### config.mk
export PLATFORM = sky130hd
export DESIGN_NAME = pipe_ctrl_top
export DESIGN_NICKNAME = d
export VERILOG_FILES = /design/src/hw/core_pkg.sv /design/src/hw/perf_pkg.sv /design/src/hw/branch_history_table.sv /design/src/hw/fetch_pc_unit.sv /design/src/hw/perf_counter_apb.sv /design/src/hw/pipe_ctrl_top.sv /design/src/hw/pipe_hazard_ctrl.sv
export SDC_FILE = /design/constraint.sdc
export NUM_CORES = 1
export LEC_CHECK = 0
export ABC_AREA = 1
export ABC_CLOCK_PERIOD_IN_PS = 4900
export BUFFER_PORTS_ARGS = -buffer_cell sky130_fd_sc_hd__buf_2
export CAP_MARGIN = 20
export CORE_UTILIZATION = 40
export CTS_CLUSTER_DIAMETER = 80
export DETAILED_ROUTE_END_ITERATION = 8
export PLACE_DENSITY_LB_ADDON = 0.08
export REMOVE_ABC_BUFFERS = 1
export SLEW_MARGIN = 20
export SYNTH_ARGS = -nofsm -noshare
export SYNTH_HDL_FRONTEND = slang
export SYNTH_SLANG_ARGS = --single-unit
### constraint.sdc
create_clock -name clk -period 4.9 [get_ports clk]
set_input_delay 0.49 -clock clk [delete_from_list [all_inputs] [get_ports clk]]
set_output_delay 0.49 -clock clk [all_outputs]
set_load 0.005 [all_outputs]
### src/hw/core_pkg.sv
`default_nettype none

package core_pkg;

    localparam int im_addr_nbit = 32;
    localparam int bht_idx_nbit = 4;
    localparam int bht_entries  = 1 << bht_idx_nbit;

    typedef logic [4:0] reg_idx_t; // r0 is hardwired zero

    // ~~~~~~~~~~~~~~~~~~~~~~~~~~~~~~~~~~~~~~~~~~~~~~~~~~~~~~~~~~~~
    // mux and operation encodings

    typedef enum logic [1:0] {
        rf_dataw_alu,
        rf_dataw_dm,  // load data, the only late source
        rf_dataw_pc4,
        rf_dataw_rc0
    } mux_rf_dataw_e;

    typedef enum logic [1:0] {
        fwd_rf_norm,
        fwd_rf_tmp,   // from execute
        fwd_rf_dat    // from memory
    } mux_fwd_rf_e;

    typedef enum logic [1:0] {
        fwd_rc0_norm,
        fwd_rc0_ex,
        fwd_rc0_ma
    } mux_fwd_rc0_e;

    typedef enum logic [1:0] {
        bht_op_nop,
        bht_op_set,
        bht_op_inc,
        bht_op_dec
    } bht_op_e;

    typedef logic [1:0] rc0_op_t; // bit 1 is eret or trap

    // ~~~~~~~~~~~~~~~~~~~~~~~~~~~~~~~~~~~~~~~~~~~~~~~~~~~~~~~~~~~~
    // stage information

    typedef struct packed {
        logic [im_addr_nbit-1:0] pc;
        logic                    ra;    // source a is read
        logic                    rb;    // source b is read
        reg_idx_t                req_a;
        reg_idx_t                req_b;
    } id_info_t;

    typedef struct packed {
        logic [im_addr_nbit-1:0] pc;
        logic [im_addr_nbit-1:0] pc_4;
        logic                    rf_we;
        reg_idx_t                req_w;
        mux_rf_dataw_e           wb_src;
        rc0_op_t                 rc0_op;
        logic                    rc0_ie_we;
        logic                    rc0_epc_we;
        logic                    is_jump;
        logic                    is_branch;
        logic                    branched;
        logic [im_addr_nbit-1:0] wtg_pc_new; // resolved jump or branch target
        logic                    halt;
    } ex_info_t;

    typedef struct packed {
        logic     rf_we;
        reg_idx_t req_w;
        logic     rc0_ie_we;
        logic     rc0_epc_we;
    } ma_info_t;

    // ~~~~~~~~~~~~~~~~~~~~~~~~~~~~~~~~~~~~~~~~~~~~~~~~~~~~~~~~~~~~
    // controller outputs

    typedef struct packed {
        logic                    pc_en;
        logic                    pc_ld_wtg;
        logic [im_addr_nbit-1:0] redirect_pc;
        logic                    ifid_en;
        logic                    ifid_nop;
        logic                    idex_en;
        logic                    idex_nop;
    } pipe_ctrl_t;

    typedef struct packed {
        mux_fwd_rf_e  rf_a;
        mux_fwd_rf_e  rf_b;
        mux_fwd_rc0_e rc0_ie;
        mux_fwd_rc0_e rc0_epc;
    } fwd_sel_t;

    typedef struct packed {
        bht_op_e                 op;
        logic [im_addr_nbit-1:0] pc;
        logic [im_addr_nbit-1:0] target;
    } bht_train_t;

endpackage

`default_nettype wire

### src/hw/perf_pkg.sv
`default_nettype none

package perf_pkg;

    localparam int cnt_nbit      = 16;
    localparam int apb_addr_nbit = 4;
    localparam int apb_data_nbit = 32;

    // counter register map
    localparam logic [apb_addr_nbit-1:0] addr_hit   = 4'h0;
    localparam logic [apb_addr_nbit-1:0] addr_miss  = 4'h4;
    localparam logic [apb_addr_nbit-1:0] addr_stall = 4'h8;
    localparam logic [apb_addr_nbit-1:0] addr_flush = 4'hC;

    typedef struct packed {
        logic hit;   // prediction confirmed in execute
        logic miss;
        logic stall;
        logic flush;
    } pipe_evt_t;

endpackage

`default_nettype wire

### src/hw/branch_history_table.sv
`timescale 1ns/10ps
`default_nettype none

module branch_history_table (
    input  logic                              clk,
    input  logic                              arst_n,
    input  logic [core_pkg::im_addr_nbit-1:0] fetch_pc,
    input  core_pkg::bht_train_t              train,
    output logic [core_pkg::im_addr_nbit-1:0] pred_pc
);
    import core_pkg::*;

    logic [1:0]              cnt_q [bht_entries]; // two-bit saturating counters
    logic [im_addr_nbit-1:0] tgt_q [bht_entries];
    logic [bht_idx_nbit-1:0] rd_idx;
    logic [bht_idx_nbit-1:0] wr_idx;

    assign rd_idx = fetch_pc[bht_idx_nbit+1:2]; // word aligned
    assign wr_idx = train.pc[bht_idx_nbit+1:2];

    assign pred_pc = cnt_q[rd_idx][1] ? tgt_q[rd_idx] : fetch_pc + im_addr_nbit'(4);

    always_ff @(posedge clk or negedge arst_n) begin
        if (!arst_n) begin
            for (int i = 0; i < bht_entries; i++) begin
                cnt_q[i] <= 2'b01; // weakly not taken
                tgt_q[i] <= '0;
            end
        end else begin
            case (train.op)
                bht_op_set: begin
                    cnt_q[wr_idx] <= 2'b11;
                    tgt_q[wr_idx] <= train.target;
                end
                bht_op_inc: begin
                    if (cnt_q[wr_idx] != 2'b11)
                        cnt_q[wr_idx] <= cnt_q[wr_idx] + 2'b01;
                    tgt_q[wr_idx] <= train.target;
                end
                bht_op_dec: begin
                    if (cnt_q[wr_idx] != 2'b00)
                        cnt_q[wr_idx] <= cnt_q[wr_idx] - 2'b01;
                end
                default: ;
            endcase
        end
    end

endmodule

`default_nettype wire

### src/hw/fetch_pc_unit.sv
`timescale 1ns/10ps
`default_nettype none

module fetch_pc_unit (
    input  logic                              clk,
    input  logic                              arst_n,
    input  core_pkg::pipe_ctrl_t              ctrl,
    input  logic [core_pkg::im_addr_nbit-1:0] pred_pc,
    output logic [core_pkg::im_addr_nbit-1:0] fetch_pc
);

    // redirect from execute, then stall hold, then prediction
    always_ff @(posedge clk or negedge arst_n) begin
        if (!arst_n) begin
            fetch_pc <= '0;
        end else if (ctrl.pc_ld_wtg) begin
            fetch_pc <= ctrl.redirect_pc;
        end else if (ctrl.pc_en) begin
            fetch_pc <= pred_pc;
        end
    end

endmodule

`default_nettype wire

### src/hw/perf_counter_apb.sv
`timescale 1ns/10ps
`default_nettype none

module perf_counter_apb (
    input  logic                               clk,
    input  logic                               arst_n,
    input  perf_pkg::pipe_evt_t                evt,
    input  logic                               psel,
    input  logic                               penable,
    input  logic                               pwrite,
    input  logic [perf_pkg::apb_addr_nbit-1:0] paddr,
    input  logic [perf_pkg::apb_data_nbit-1:0] pwdata,
    output logic [perf_pkg::apb_data_nbit-1:0] prdata,
    output logic                               pready,
    output logic                               pslverr
);
    import perf_pkg::*;

    logic [cnt_nbit-1:0] cnt_q [4];
    logic [3:0]          evt_vec;
    logic [1:0]          sel;
    logic                addr_ok;
    logic                wr_clr;

    assign evt_vec = {evt.flush, evt.stall, evt.miss, evt.hit}; // counter index order

    // ~~~~~~~~~~~~~~~~~~~~~~~~~~~~~~~~~~~~~~~~~~~~~~~~~~~~~~~~~~~~
    // address decode

    always_comb begin
        addr_ok = 1'b1;
        case (paddr)
            addr_hit:   sel = 2'd0;
            addr_miss:  sel = 2'd1;
            addr_stall: sel = 2'd2;
            addr_flush: sel = 2'd3;
            default: begin
                sel     = 2'd0;
                addr_ok = 1'b0;
            end
        endcase
    end

    assign wr_clr  = psel && penable && pwrite && addr_ok; // write data is don't care
    assign pready  = 1'b1;
    assign pslverr = psel && penable && !addr_ok;
    assign prdata  = (psel && addr_ok) ? apb_data_nbit'(cnt_q[sel]) : '0;

    // ~~~~~~~~~~~~~~~~~~~~~~~~~~~~~~~~~~~~~~~~~~~~~~~~~~~~~~~~~~~~
    // saturating counters, clear beats a same-cycle event

    always_ff @(posedge clk or negedge arst_n) begin
        if (!arst_n) begin
            for (int i = 0; i < 4; i++)
                cnt_q[i] <= '0;
        end else begin
            for (int i = 0; i < 4; i++) begin
                if (wr_clr && (sel == 2'(i)))
                    cnt_q[i] <= '0;
                else if (evt_vec[i] && (cnt_q[i] != '1))
                    cnt_q[i] <= cnt_q[i] + 1'b1;
            end
        end
    end

endmodule

`default_nettype wire

### src/hw/pipe_ctrl_top.sv
`timescale 1ns/10ps
`default_nettype none

module pipe_ctrl_top (
    input  logic                               clk,
    input  logic                               arst_n,
    input  core_pkg::id_info_t                 id,
    input  core_pkg::ex_info_t                 ex,
    input  core_pkg::ma_info_t                 ma,
    output core_pkg::pipe_ctrl_t               ctrl,
    output core_pkg::fwd_sel_t                 fwd,
    output logic [core_pkg::im_addr_nbit-1:0]  fetch_pc,
    input  logic                               psel,
    input  logic                               penable,
    input  logic                               pwrite,
    input  logic [perf_pkg::apb_addr_nbit-1:0] paddr,
    input  logic [perf_pkg::apb_data_nbit-1:0] pwdata,
    output logic [perf_pkg::apb_data_nbit-1:0] prdata,
    output logic                               pready,
    output logic                               pslverr
);
    import core_pkg::*;
    import perf_pkg::*;

    bht_train_t              train;
    pipe_evt_t               evt;
    logic [im_addr_nbit-1:0] pred_pc;

    pipe_hazard_ctrl pipe_hazard_ctrl_inst (
        .id    (id),
        .ex    (ex),
        .ma    (ma),
        .ctrl  (ctrl),
        .fwd   (fwd),
        .train (train),
        .evt   (evt)
    );

    branch_history_table branch_history_table_inst (
        .clk      (clk),
        .arst_n   (arst_n),
        .fetch_pc (fetch_pc),
        .train    (train),
        .pred_pc  (pred_pc)
    );

    fetch_pc_unit fetch_pc_unit_inst (
        .clk      (clk),
        .arst_n   (arst_n),
        .ctrl     (ctrl),
        .pred_pc  (pred_pc),
        .fetch_pc (fetch_pc)
    );

    perf_counter_apb perf_counter_apb_inst (
        .clk     (clk),
        .arst_n  (arst_n),
        .evt     (evt),
        .psel    (psel),
        .penable (penable),
        .pwrite  (pwrite),
        .paddr   (paddr),
        .pwdata  (pwdata),
        .prdata  (prdata),
        .pready  (pready),
        .pslverr (pslverr)
    );

endmodule

`default_nettype wire

### src/hw/pipe_hazard_ctrl.sv
`timescale 1ns/10ps
`default_nettype none

module pipe_hazard_ctrl (
    input  core_pkg::id_info_t   id,
    input  core_pkg::ex_info_t   ex,
    input  core_pkg::ma_info_t   ma,
    output core_pkg::pipe_ctrl_t ctrl,
    output core_pkg::fwd_sel_t   fwd,
    output core_pkg::bht_train_t train,
    output perf_pkg::pipe_evt_t  evt
);
    import core_pkg::*;

    logic                    need_a, need_b;
    logic                    wr_ex, wr_ma;
    logic                    a_ex, a_ma, b_ex, b_ma;
    logic                    ex_load;
    logic                    ex_jorb;
    logic                    ex_bubble;
    logic [im_addr_nbit-1:0] pc_correct;
    logic                    is_stall;
    logic                    is_flush;
    logic                    do_train;

    // execute beats memory, a load in execute cannot be forwarded yet
    function automatic mux_fwd_rf_e rf_sel(input logic hit_ex, input logic hit_ma,
                                           input logic load);
        mux_fwd_rf_e sel;
        sel = fwd_rf_norm;
        if (hit_ex) begin
            if (!load)
                sel = fwd_rf_tmp;
        end else if (hit_ma) begin
            sel = fwd_rf_dat;
        end
        return sel;
    endfunction

    function automatic mux_fwd_rc0_e rc0_sel(input logic we_ex, input logic we_ma);
        mux_fwd_rc0_e sel;
        sel = fwd_rc0_norm;
        if (we_ex)
            sel = fwd_rc0_ex;
        else if (we_ma)
            sel = fwd_rc0_ma;
        return sel;
    endfunction

    // ~~~~~~~~~~~~~~~~~~~~~~~~~~~~~~~~~~~~~~~~~~~~~~~~~~~~~~~~~~~~
    // register hazards

    assign need_a  = id.ra && (id.req_a != '0);
    assign need_b  = id.rb && (id.req_b != '0);
    assign wr_ex   = ex.rf_we && (ex.req_w != '0);
    assign wr_ma   = ma.rf_we && (ma.req_w != '0);
    assign a_ex    = need_a && wr_ex && (id.req_a == ex.req_w);
    assign a_ma    = need_a && wr_ma && (id.req_a == ma.req_w);
    assign b_ex    = need_b && wr_ex && (id.req_b == ex.req_w);
    assign b_ma    = need_b && wr_ma && (id.req_b == ma.req_w);
    assign ex_load = (ex.wb_src == rf_dataw_dm);

    assign is_stall = ((a_ex || b_ex) && ex_load) || ex.halt; // load-use or halt

    assign fwd.rf_a    = rf_sel(a_ex, a_ma, ex_load);
    assign fwd.rf_b    = rf_sel(b_ex, b_ma, ex_load);
    assign fwd.rc0_ie  = rc0_sel(ex.rc0_ie_we, ma.rc0_ie_we);
    assign fwd.rc0_epc = rc0_sel(ex.rc0_epc_we, ma.rc0_epc_we);

    // ~~~~~~~~~~~~~~~~~~~~~~~~~~~~~~~~~~~~~~~~~~~~~~~~~~~~~~~~~~~~
    // flush and redirect

    assign ex_jorb    = ex.is_jump || ex.is_branch;
    assign ex_bubble  = (ex.pc == ex.pc_4);
    assign pc_correct = ex_jorb ? ex.wtg_pc_new : ex.pc_4;
    assign is_flush   = ex.rc0_op[1] || (!ex_bubble && (id.pc != pc_correct));

    always_comb begin
        ctrl.pc_en       = !is_stall;
        ctrl.ifid_en     = !is_stall;
        ctrl.idex_en     = 1'b1;
        ctrl.idex_nop    = is_stall || is_flush;
        ctrl.pc_ld_wtg   = is_flush; // wins over the stall in the pc unit
        ctrl.ifid_nop    = is_flush;
        ctrl.redirect_pc = pc_correct;
    end

    // ~~~~~~~~~~~~~~~~~~~~~~~~~~~~~~~~~~~~~~~~~~~~~~~~~~~~~~~~~~~~
    // predictor training and events

    assign do_train = ex_jorb && !ex.rc0_op[1];

    always_comb begin
        train.pc     = ex.pc;
        train.target = ex.wtg_pc_new;
        if (!do_train)
            train.op = bht_op_nop;
        else if (ex.is_jump)
            train.op = bht_op_set;
        else
            train.op = ex.branched ? bht_op_inc : bht_op_dec;
    end

    assign evt.hit   = do_train && !is_flush;
    assign evt.miss  = do_train && is_flush;
    assign evt.stall = is_stall;
    assign evt.flush = is_flush;

endmodule

`default_nettype wire

==> results of run 1 <==
-- kinds of logic after synthesis --
family / count (synthesis) / synth area share, %
AOI/OAI and AO/OA: 1050 / 16.88
xor gates and xnor gates: 89 / 2.319
adders and majority gates: 10 / 0.3723
buffers and inverters: 568 / 6.891
DFF: 640 / 47.71
muxes: 1 / 0.02978
other: 2 / 0.02234
and+or+nand+nor: 2080 / 25.78
-- power groups by stage --
stage | logic [mW] | registers (mW) | clock network (mW)
floorplan | 2.20 | 7.33 | 0
global placement | 3.19 | 7.50 | 0
detailed placement | 3.26 | 7.50 | 0
CTS | 3.26 | 7.43 | 5.96
global route | 3.75 | 7.62 | 6.15
finish | 3.24 | 7.45 | 5.85
-- routing by layer --
layer	part of all wire, %	routed length [microns]
met1	47	55900
met2	45	53870
met3	5.4	6396
met4	2.3	2722
met5	0	0
-- cell usage after synthesis (13+ instances only) --
library cell	number
nand2_1	1149
buf_2	30
nand4_1	107
or2_2	13
a21oi_1	13
dfstp_2	16
a22oi_1	16
buf_4	29
nor2_1	493
dfrtp_1	624
inv_1	235
nor3_1	56
o22ai_1	108
xor2_1	61
o211ai_1	58
clkbuf_1	255
nand3_1	196
o21ai_0	819
nand3b_1	30
xnor2_1	28
-- per-stage QoR --
step / utilization, % / instance area (sq um) / worst slack, ns
after floorplan: - / 32270 / -6.060
after global placement: 43.07 / 35590 / 0.7681
after detailed placement: 43.07 / 35590 / 0.7382
after CTS: 46.16 / 38150 / 0.7515
after global routing: 46.16 / 38150 / 0.4723
final: 46.16 / 38150 / 0.7306
-- area by class of cell --
class,count,share of cell area (%)
clock buffer,103,5.589
sequential,640,42.06
inverter,244,2.421
tap,1070,3.509
clock inverter,37,1.089
multi-input combinational,3248,40.41
timing repair buffer,315,4.920
-- flip-flops by register name, summed over array words and instances, names as in the netlist --
| signal | count |
|---|---|
| branch_history_table_inst.cnt_q | 32 |
| branch_history_table_inst.tgt_q | 512 |
| fetch_pc_unit_inst.fetch_pc | 32 |
| perf_counter_apb_inst.cnt_q | 64 |
-- path summary, 6_finish.rpt --
check                                                            to  cells past startpoint  slack (ns)
min in group asynchronous       branch_history_table_inst.tgt_q[42]                      2        0.50
worst max register to register      fetch_pc_unit_inst.fetch_pc[26]                     12        1.15
worst min register to register  branch_history_table_inst.tgt_q[82]                      2        0.48
worst min-delay path                 fetch_pc_unit_inst.fetch_pc[1]                      5        0.27
max in group asynchronous           perf_counter_apb_inst.cnt_q[26]                      3        3.19
worst max-delay path                                       ctrl[36]                     15        0.73
-- cells in the final DEF, fill, tap and decap left out, types with 8 or more instances in the layout --
| cell | instances |
|---|---|
| nand2_1 | 1132 |
| o21ai_0 | 819 |
| dfrtp_1 | 621 |
| nor2_1 | 491 |
| buf_2 | 264 |
| inv_1 | 229 |
| nand3_1 | 196 |
| o22ai_1 | 108 |
| nand4_1 | 107 |
| clkbuf_16 | 75 |
| xor2_1 | 61 |
| o211ai_1 | 58 |
| nor3_1 | 56 |
| buf_4 | 36 |
| nand3b_1 | 30 |
| xnor2_1 | 28 |
| clkinv_2 | 21 |
| nand2_2 | 18 |
| conb_1 | 18 |
| a22oi_1 | 16 |
| dfstp_2 | 16 |
| clkbuf_8 | 15 |
| or2_2 | 13 |
| a21oi_1 | 13 |
| clkbuf_1 | 13 |
| buf_12 | 13 |
| nand2_4 | 12 |
| nor4_1 | 12 |
| a211oi_1 | 11 |
| ha_1 | 10 |
| inv_2 | 8 |
| o221ai_1 | 8 |
| inv_6 | 8 |
| bufinv_16 | 8 |
-- worst min-delay path: stages --
cell     delay (ns)
buf_2          0.09
nand2_1        0.07
nand2_2        0.07
nand2_1        0.06
nand3_1        0.07
==> impl_metrics.csv, run 1 <==
group,metric,value,unit
outcome,status,"finished clean",
placed_design,dp_hpwl,72960,microns
global_routing,grt_use_total,27.89,%
layout,multi_input_area,15420,sq um
critical_path,max_stage_delay,0.52,ns
timing,worst_slew_pin_slew,1.038,ns
route,post-route-drc-count,0,
global_routing,antenna_found_initial,0,
critical_path,critPathCaptureType,"output pin",
cts,htreeDepth,3,
power_and_ir_drop,p_seq_share,45.1,%
critical_path,start_kind,"primary input",
cts,cts_resized,0,
global_routing,grtUsageMet3,3.699,%
route,via_per_inst,5.464,
timing,slew_viol_final,0,
run,drv_cap,0,
hold_path,hold_path.class,"primary input to register",
layout,layout-drive-gt1-share,11.29,%
cts,clockBufferDepth,3,
route,first_pass_iters,5,
timing,fin_crit_sh,85.09,%
die,start_util,40.67,%
power_and_ir_drop,p_int,11.33,mW
die,dieWidth,291.9,microns
timing,hold_viol,0,
layout,nNetsFinal,4739,
critical_path,path_delay_family,"simple AND/OR/NAND/NOR gates",
hold_path,worstHoldStart,"ex[2]",
critical_path,cp.arrival,3.68,ns
cts,cts_hold_buf,1,
die,die_area,85190,sq um
yosys,yosysTopAreaCellShare,46.46,%
cts,insertion_delay,0.63,ns
power_and_ir_drop,ir_drop,0.3340,mV
power_and_ir_drop,power.density,433.6,nW/um^2
power_and_ir_drop,p_sw_share,31.49,%
yosys,synthCells,4440,
power_and_ir_drop,switchingPower,5.209,mW
yosys,ys.flop_type,"dfrtp_1",
global_routing,grt.overflow.total,0,
die,core_area,82640,sq um
layout,syn_to_final_growth,13.50,%
cts,cts_setup_buffers,0,
timing,fin_skew,0.01951,ns
route,ant_nets,0,
timing,fin_crit,4.169,ns
die,die_h,291.9,microns
timing,rsz0062_at_grt,"false",
route,vias,30910,
power_and_ir_drop,p_comb_share,19.6,%
critical_path,path_max_fanout,36,
timing,whs,0.2665,ns
cts,clkSlewWorstSetupHoldPaths,0.06,ns
cts,cts_tree,"built",
yosys,avgSynthCellArea,7.570,sq um
timing,finalSetupViolations,0,
yosys,synth-seq-cells,640,
critical_path,cp_slowest_cell,"nor2_4",
placed_design,portBuffers,265,
critical_path,cp_num_buf_inv,3,
power_and_ir_drop,p_clk_share,35.3,%
yosys,synth_area,33610,sq um
global_routing,grt_pass1_vias,29420,
timing,fmax,239.8,MHz
critical_path,reg2reg_from,"fetch_pc_unit_inst.fetch_pc[2]",
layout,fin_cells,5657,
yosys,synth_cell_types,44,
critical_path,timing.critical_path.from,"ex[34]",
yosys,ys_top_cells_by_area,"dfrtp_1, nand2_1, o21ai_0, nor2_1, nand3_1",
critical_path,crit_required,4.41,ns
layout,regArea,16040,sq um
power_and_ir_drop,power,16.54,mW
global_routing,gr-usage-met2,44.24,%
route,routed_wl,118900,microns
yosys,synth.largest_area_cell,"dfrtp_1",
timing,setup-tns-final,0,ns
placed_design,gp_congestion,0.8940,
yosys,synth_warnings,0,
global_routing,grt_busiest_layer,"met2",
yosys,async_flop_share,100.0,%
die,rows,105,
cts,root_buffer,"clkbuf_16",
global_routing,grt_pass1_wl,182900,microns
critical_path,crit_top_cell,"nand2_1",
route,dr.first_iter.drc_count,2998,
yosys,seq_area_frac_synth,47.71,%
yosys,synth_edf_count,0,
power_and_ir_drop,p_leak,18.31,nW
layout,diodes,0,
placed_design,placed_cells,5516,
cts,cts_sinks,640,
global_routing,grt_max_degree,122,
critical_path,worstPathCellList,"buf_2 -> nor2_4 -> buf_12 -> nand2_1 -> nand2_1 -> nand2_1 -> nand2_1 -> nand2_1 -> nor2_1 -> nand2_1 -> nor2_1 -> nand2_1 -> nand2_4 -> nand2_4 -> buf_2",
layout,nFillCells,8425,
critical_path,crit_type,"primary input to output pin",
timing,relSlewSlack,30.78,%
route,wl_per_cell,21.02,microns
global_routing,met1_usage,40.20,%
die,ioPinCount,317,
cts,numCtsBuffers,75,
Note: power is estimated with default switching activity, not from simulation.
==> inputs of run 2 (changes only) <==
- ABC_AREA: 1 -> unset
==> run 2 against run 1 <==
Clock power down 0.7%. First-iteration DRC count down 34%. Sequential power about the same. Count of clock-buffer cells in the layout is 15 higher. Synthesized cell count shrank 41%. Sequential share of layout area increased by 0.083 points. Final area decreased by 0.20%. Clock skew up 0.012 ns.
==> impl_metrics.csv, run 2 <==
group,metric,value,unit
timing,fin_crit_sh,82.72,%
power_and_ir_drop,switchingPower,4.705,mW
timing,slew_viol_final,0,
critical_path,reg2reg_depth,8,
timing,relSlewSlack,27.82,%
yosys,synthTopCellsByCount,"dfrtp_1, mux2_2, mux4_2",
run,drv_cap,0,
route,ant_nets,0,
critical_path,crit_type,"primary input to output pin",
yosys,ys.flop_type,"dfrtp_1",
outcome,status,"finished clean",
die,start_util,40.68,%
yosys,synth_cell_types,65,
critical_path,start_kind,"primary input",
hold_path,worstHoldStart,"ex[29]",
route,post-route-drc-count,0,
cts,numCtsBuffers,77,
timing,fmax,246.7,MHz
timing,rsz0062_at_grt,"false",
yosys,synth_warnings,0,
global_routing,grt.overflow.total,0,
timing,setup-tns-final,0,ns
layout,final_cell_mix,"dfrtp_1, mux2_2, buf_2",
route,dr.first_iter.drc_count,1978,
power_and_ir_drop,p_seq_share,44.1,%
cts,cts_sinks,640,
power_and_ir_drop,p_comb_share,21.5,%
yosys,synthCells,2640,
critical_path,critPathCaptureType,"output pin",
global_routing,grt_use_total,26.69,%
global_routing,grt_pass1_wl,162100,microns
critical_path,reg2reg_from,"branch_history_table_inst.cnt_q[1]",
hold_path,hold_path.class,"primary input to register",
layout,postLayoutCellArea,38070,sq um
placed_design,portBuffers,265,
power_and_ir_drop,p_int,12.18,mW
die,core_area,81070,sq um
layout,nNetsFinal,3038,
route,routed_wl,110100,microns
power_and_ir_drop,p_leak,16.32,nW
yosys,synth.largest_area_cell,"dfrtp_1",
cts,insertion_delay,0.62,ns
cts,htreeDepth,3,
timing,hold_viol,0,
cts,cts_tree,"built",
layout,largest_reg_flops,512,
layout,max_flop_register,"branch_history_table_inst.tgt_q",
cts,clkSlewWorstSetupHoldPaths,0.06,ns
route,via_per_inst,5.929,
cts,root_buffer,"clkbuf_16",
yosys,synth_area,32980,sq um
die,die_h,289.1,microns
cts,clockBufferDepth,3,
layout,reg_top3,"branch_history_table_inst.tgt_q (512), perf_counter_apb_inst.cnt_q (64)",
placed_design,gp_congestion,0.8716,
global_routing,grt_max_degree,131,
critical_path,regToRegSetupSlack,1.34,ns
die,ioPinCount,317,
timing,whs,0.2402,ns
hold_path,hold-path-endpoint,"branch_history_table_inst.tgt_q[284]",
layout,layout-drive-gt1-share,41.33,%
die,dieWidth,289.1,microns
timing,fin_skew,0.03196,ns
die,rows,104,
yosys,avgSynthCellArea,12.49,sq um
layout,nFillCells,7310,
power_and_ir_drop,power.density,443.5,nW/um^2
critical_path,crit_required,4.41,ns
yosys,seq_area_frac_synth,48.62,%
yosys,synth-seq-cells,640,
critical_path,r2r_end,"branch_history_table_inst.cnt_q[1]",
yosys,ys_top_cells_by_area,"dfrtp_1, mux2_2, mux4_2, clkbuf_1, nand2_1",
power_and_ir_drop,p_sw_share,27.86,%
yosys,yosysMostFrequentCell,"dfrtp_1",
die,die_area,83600,sq um
hold_path,whs_path_depth,2,
placed_design,place_area,35480,sq um
route,wl_per_cell,27.88,microns
critical_path,cp.arrival,3.56,ns
timing,fin_crit,4.053,ns
global_routing,antenna_found_initial,13,
yosys,async_flop_share,100.0,%
timing,finalSetupViolations,0,
layout,final_common_cell,"dfrtp_1",
critical_path,path_max_fanout,26,
power_and_ir_drop,ir_drop,0.2751,mV
global_routing,grt_pass1_vias,23590,
route,vias,23410,
timing,worst_slew_pin_slew,1.083,ns
placed_design,dp_hpwl,72060,microns
layout,syn_to_final_growth,15.45,%
yosys,synth_edf_count,0,
route,first_pass_iters,6,
power_and_ir_drop,p_clk_share,34.4,%
yosys,yosysTopAreaCellShare,47.35,%
==> run 2: cell count changes in the layout (fill, tap and decap cells not counted), moves of 142 or more <==
cell	change
nand2_1	-977
nor2_1	-362
mux4_2	+176
mux2_2	+522
nand3_1	-142
o21ai_0	-719
inv_1	-196
==> run 2: power by group through the flow <==
stage	logic, mW	registers [mW]	clock network [mW]
finish	3.63	7.44	5.81
global placement	3.54	7.42	0
CTS	3.66	7.44	5.92
floorplan	2.58	7.27	0
global route	3.93	7.62	6.12
detailed placement	3.65	7.53	0
==> run 2: layout make-up <==
type                            instances  area (sq um)  share of cell area (%)
Sequential cell                       640         16040                   42.14
Multi-Input combinational cell       1742         15990                   41.99
Clock buffer                          118          2355                   6.185
Timing Repair Buffer                  326          1997                   5.245
Tap cell                             1060          1326                   3.484
Clock inverter                         20         212.7                  0.5587
Inverter                               36         135.1                  0.3549
Antenna cell                            7         17.52                 0.04601
==> run 2: kinds of logic (layout without fill, tap and decap cells) <==
| group | count (synthesis) | in the layout | share of synthesized area [%] |
|---|---|---|---|
| other | 2 | 25 | 0.02277 |
| adders and majority gates | 10 | 10 | 0.3794 |
| and+or+nand+nor | 553 | 553 | 8.256 |
| buffers and inverters | 274 | 500 | 3.532 |
| xor gates and xnor gates | 106 | 106 | 2.815 |
| DFF | 640 | 640 | 48.62 |
| muxes | 715 | 715 | 30.36 |
| AOI/OAI and AO/OA | 340 | 340 | 6.010 |
==> run 2: routing by layer <==
layer	share of wire [%]	global-route usage, %	vias up
met2	46	41.54	811
met5	0.020	0	-
met3	6.0	4.047	173
li1	-	-	10050
met4	3.1	8.789	4
met1	45	38.23	12370
==> run 2: through the flow <==
stage | util [%] | total power [mW] | setup slack, ns | std cells
floorplan | - | 9.854 | -4.151 | 2418
global placement | 43.76 | 10.97 | 0.9099 | 3803
global route | 46.95 | 17.67 | 0.7100 | 3944
detailed placement | 43.76 | 11.17 | 0.7852 | 3803
CTS | 46.94 | 17.02 | 0.9078 | 3942
finish | 46.96 | 16.88 | 0.8468 | 3949
==> run 2: critical path, cell delays in order <==
cell       delay (ns)
buf_2            0.22
or2_2            0.35
buf_4            0.33
mux2i_1          0.28
xor2_1           0.35
o2111ai_1        0.33
o41ai_2          0.69
buf_12           0.28
nand2_1          0.06
buf_2            0.15
==> run 2: worst max path at each step <==
stage | cells after the start | to | startpoint
after floorplan | 8 | perf_counter_apb_inst.cnt_q[3] | ex[34]
after global placement | 9 | branch_history_table_inst.cnt_q[1] | ex[82]
after detailed placement | 9 | branch_history_table_inst.cnt_q[29] | ex[82]
after CTS | 10 | ctrl[0] | ex[34]
after global routing | 10 | ctrl[0] | ex[34]
final | 10 | ctrl[0] | ex[34]
==> run 2: timing repair <==
action                    4_1_cts  5_1_grt
setup buffers                   0        0
hold endpoints to repair       59        0
gates resized for setup         0        0
hold buffers                    1        0
==> inputs of run 3 (changes only) <==
- ABC_CLOCK_PERIOD_IN_PS: 4900 -> 4200
- clock period: 4.9 -> 4.2 ns (I/O delays scaled with it)
==> run 3 against run 2 <==
Combinational power up 18%. Final area up 0.47%. Global-route usage up 0.14 points. Clock power up 16%. Routed wire length up 0.34%. Clock skew down 0.0038 ns. Final cell count up 0.25%. First-iteration DRC count up 1.3%. Sequential power up 17%. Sequential cell count unchanged. Register-to-register slack worse by 0.30 ns. Sequential share of layout area down 0.20 points. Critical endpoint unchanged. Largest power group unchanged.
==> impl_metrics.csv, run 3 (synthesized netlist as in run 2, its figures left out) <==
group,metric,value,unit
placed_design,dp_hpwl,72450,microns
critical_path,cp.arrival,3.35,ns
power_and_ir_drop,p_sw_share,28.07,%
timing,setup-tns-final,0,ns
route,vias,23540,
placed_design,portBuffers,265,
global_routing,grt_max_degree,102,
global_routing,grt_use_total,26.83,%
die,die_h,289.1,microns
cts,htreeDepth,3,
run,drv_cap,0,
layout,final_common_cell,"dfrtp_1",
critical_path,worstPathCellList,"buf_2 -> or2_2 -> buf_12 -> mux2i_1 -> xor2_1 -> o2111ai_1 -> o41ai_2 -> buf_12 -> nand2_1 -> buf_2",
placed_design,gp_congestion,0.9155,
die,core_area,81070,sq um
die,ioPinCount,317,
layout,nNetsFinal,3047,
timing,slew_viol_final,0,
route,first_pass_iters,5,
cts,clockBufferDepth,3,
layout,largest_reg_flops,512,
power_and_ir_drop,p_clk_share,34.2,%
route,ant_nets,0,
cts,cts_sinks,640,
layout,reg_top3,"branch_history_table_inst.tgt_q (512), perf_counter_apb_inst.cnt_q (64)",
critical_path,cp_slowest_cell,"o41ai_2",
power_and_ir_drop,p_leak,16.38,nW
layout,finish.utilization,47.18,%
layout,final_cell_mix,"dfrtp_1, mux2_2, buf_2",
power_and_ir_drop,p_comb_share,21.7,%
die,dieWidth,289.1,microns
timing,fin_skew,0.02820,ns
critical_path,cp_num_buf_inv,4,
placed_design,dp_slack,0.4135,ns
cts,numCtsBuffers,76,
timing,finalSetupViolations,0,
route,wl_per_cell,27.91,microns
critical_path,crit_required,3.78,ns
timing,hold_viol,0,
global_routing,grt.overflow.total,0,
cts,cts_resized,0,
critical_path,start_kind,"primary input",
die,rows,104,
global_routing,antenna_found_initial,11,
route,routed_wl,110500,microns
timing,fmax,265.2,MHz
critical_path,path_max_fanout,23,
route,dr.first_iter.drc_count,2003,
cts,cts_tree,"built",
critical_path,path_delay_family,"compound AO/OA/AOI/OAI gates",
power_and_ir_drop,ir_drop,0.2881,mV
layout,fin_cells,3959,
timing,fin_crit_sh,89.78,%
outcome,status,"finished clean",
layout,syn_to_final_growth,15.98,%
power_and_ir_drop,power.density,514.3,nW/um^2
critical_path,max_stage_delay,0.68,ns
cts,cts_hold_buf,1,
critical_path,crit_type,"primary input to output pin",
route,post-route-drc-count,0,
timing,rsz0062_at_grt,"false",
hold_path,hold_path.class,"primary input to register",
die,start_util,40.68,%
power_and_ir_drop,switchingPower,5.523,mW
power_and_ir_drop,p_seq_share,44.1,%
cts,root_buffer,"clkbuf_16",
timing,worst_slack,0.4292,ns
power_and_ir_drop,p_int,14.15,mW
critical_path,critPathCaptureType,"output pin",
route,via_per_inst,5.945,
die,die_area,83600,sq um
global_routing,grt_pass1_wl,163600,microns
placed_design,placed_cells,3813,
cts,clkSlewWorstSetupHoldPaths,0.06,ns
global_routing,grt_pass1_vias,23990,
layout,max_flop_register,"branch_history_table_inst.tgt_q",
timing,worst_slew_pin_slew,0.9450,ns
timing,fin_crit,3.771,ns
cts,cts_setup_buffers,0,
cts,insertion_delay,0.64,ns
layout,layout-drive-gt1-share,41.44,%
timing,relSlewSlack,36.77,%
==> run 3: changes by cell type in the layout (fill, tap and decap cells not counted), moves of 2 or more <==
cell and delta:
clkinv_16 +2, buf_12 +9, clkbuf_16 -4, clkinvlp_4 +3
clkinv_2 -5, clkbuf_8 +3
==> run 3: power by group through the flow <==
stage | logic, mW | clock network (mW) | registers [mW]
after floorplan | 3.01 | 0 | 8.48
after global placement | 4.18 | 0 | 8.64
after detailed placement | 4.28 | 0 | 8.77
after CTS | 4.30 | 6.85 | 8.67
after global routing | 4.62 | 7.09 | 8.88
final | 4.27 | 6.73 | 8.67
==> run 3: layout make-up <==
class	count	area, sq um
fill	7355	42820
sequential	640	16040
multi-input combinational	1742	15980
clock buffer	118	2300
timing repair buffer	336	2185
tap	1060	1326
clock inverter	19	261.5
inverter	36	135.1
antenna	8	20.02
==> run 3: final timing paths <==
path,startpoint,slack [ns],to,depth (start not counted)
max,ex[34],0.43,ctrl[0],10
min,ex[1],0.18,branch_history_table_inst.tgt_q[32],2
max reg2reg,branch_history_table_inst.cnt_q[9],1.04,branch_history_table_inst.cnt_q[24],9
min reg2reg,branch_history_table_inst.tgt_q[426],0.50,branch_history_table_inst.tgt_q[426],1
max in group asynchronous,arst_n,2.62,branch_history_table_inst.tgt_q[11],3
min in group asynchronous,arst_n,0.45,branch_history_table_inst.cnt_q[29],2
==> run 3: metal layers <==
| layer | vias up | wire length [microns] | track usage (%) |
|---|---|---|---|
| met5 | - | 22 | 0 |
| met4 | 4 | 2820 | 7.211 |
| met3 | 166 | 7568 | 4.866 |
| met2 | 840 | 51850 | 43.08 |
| met1 | 12460 | 48220 | 37.38 |
| li1 | 10070 | - | - |
==> run 3: stage by stage <==
stage	total power, mW	hold WS [ns]	area [sq um]
finish	19.67	0.1750	38250
global route	20.59	0.1439	38230
floorplan	11.50	0.1244	32010
global placement	12.82	0.4833	35660
CTS	19.82	0.1390	38230
detailed placement	13.05	0.4905	35660
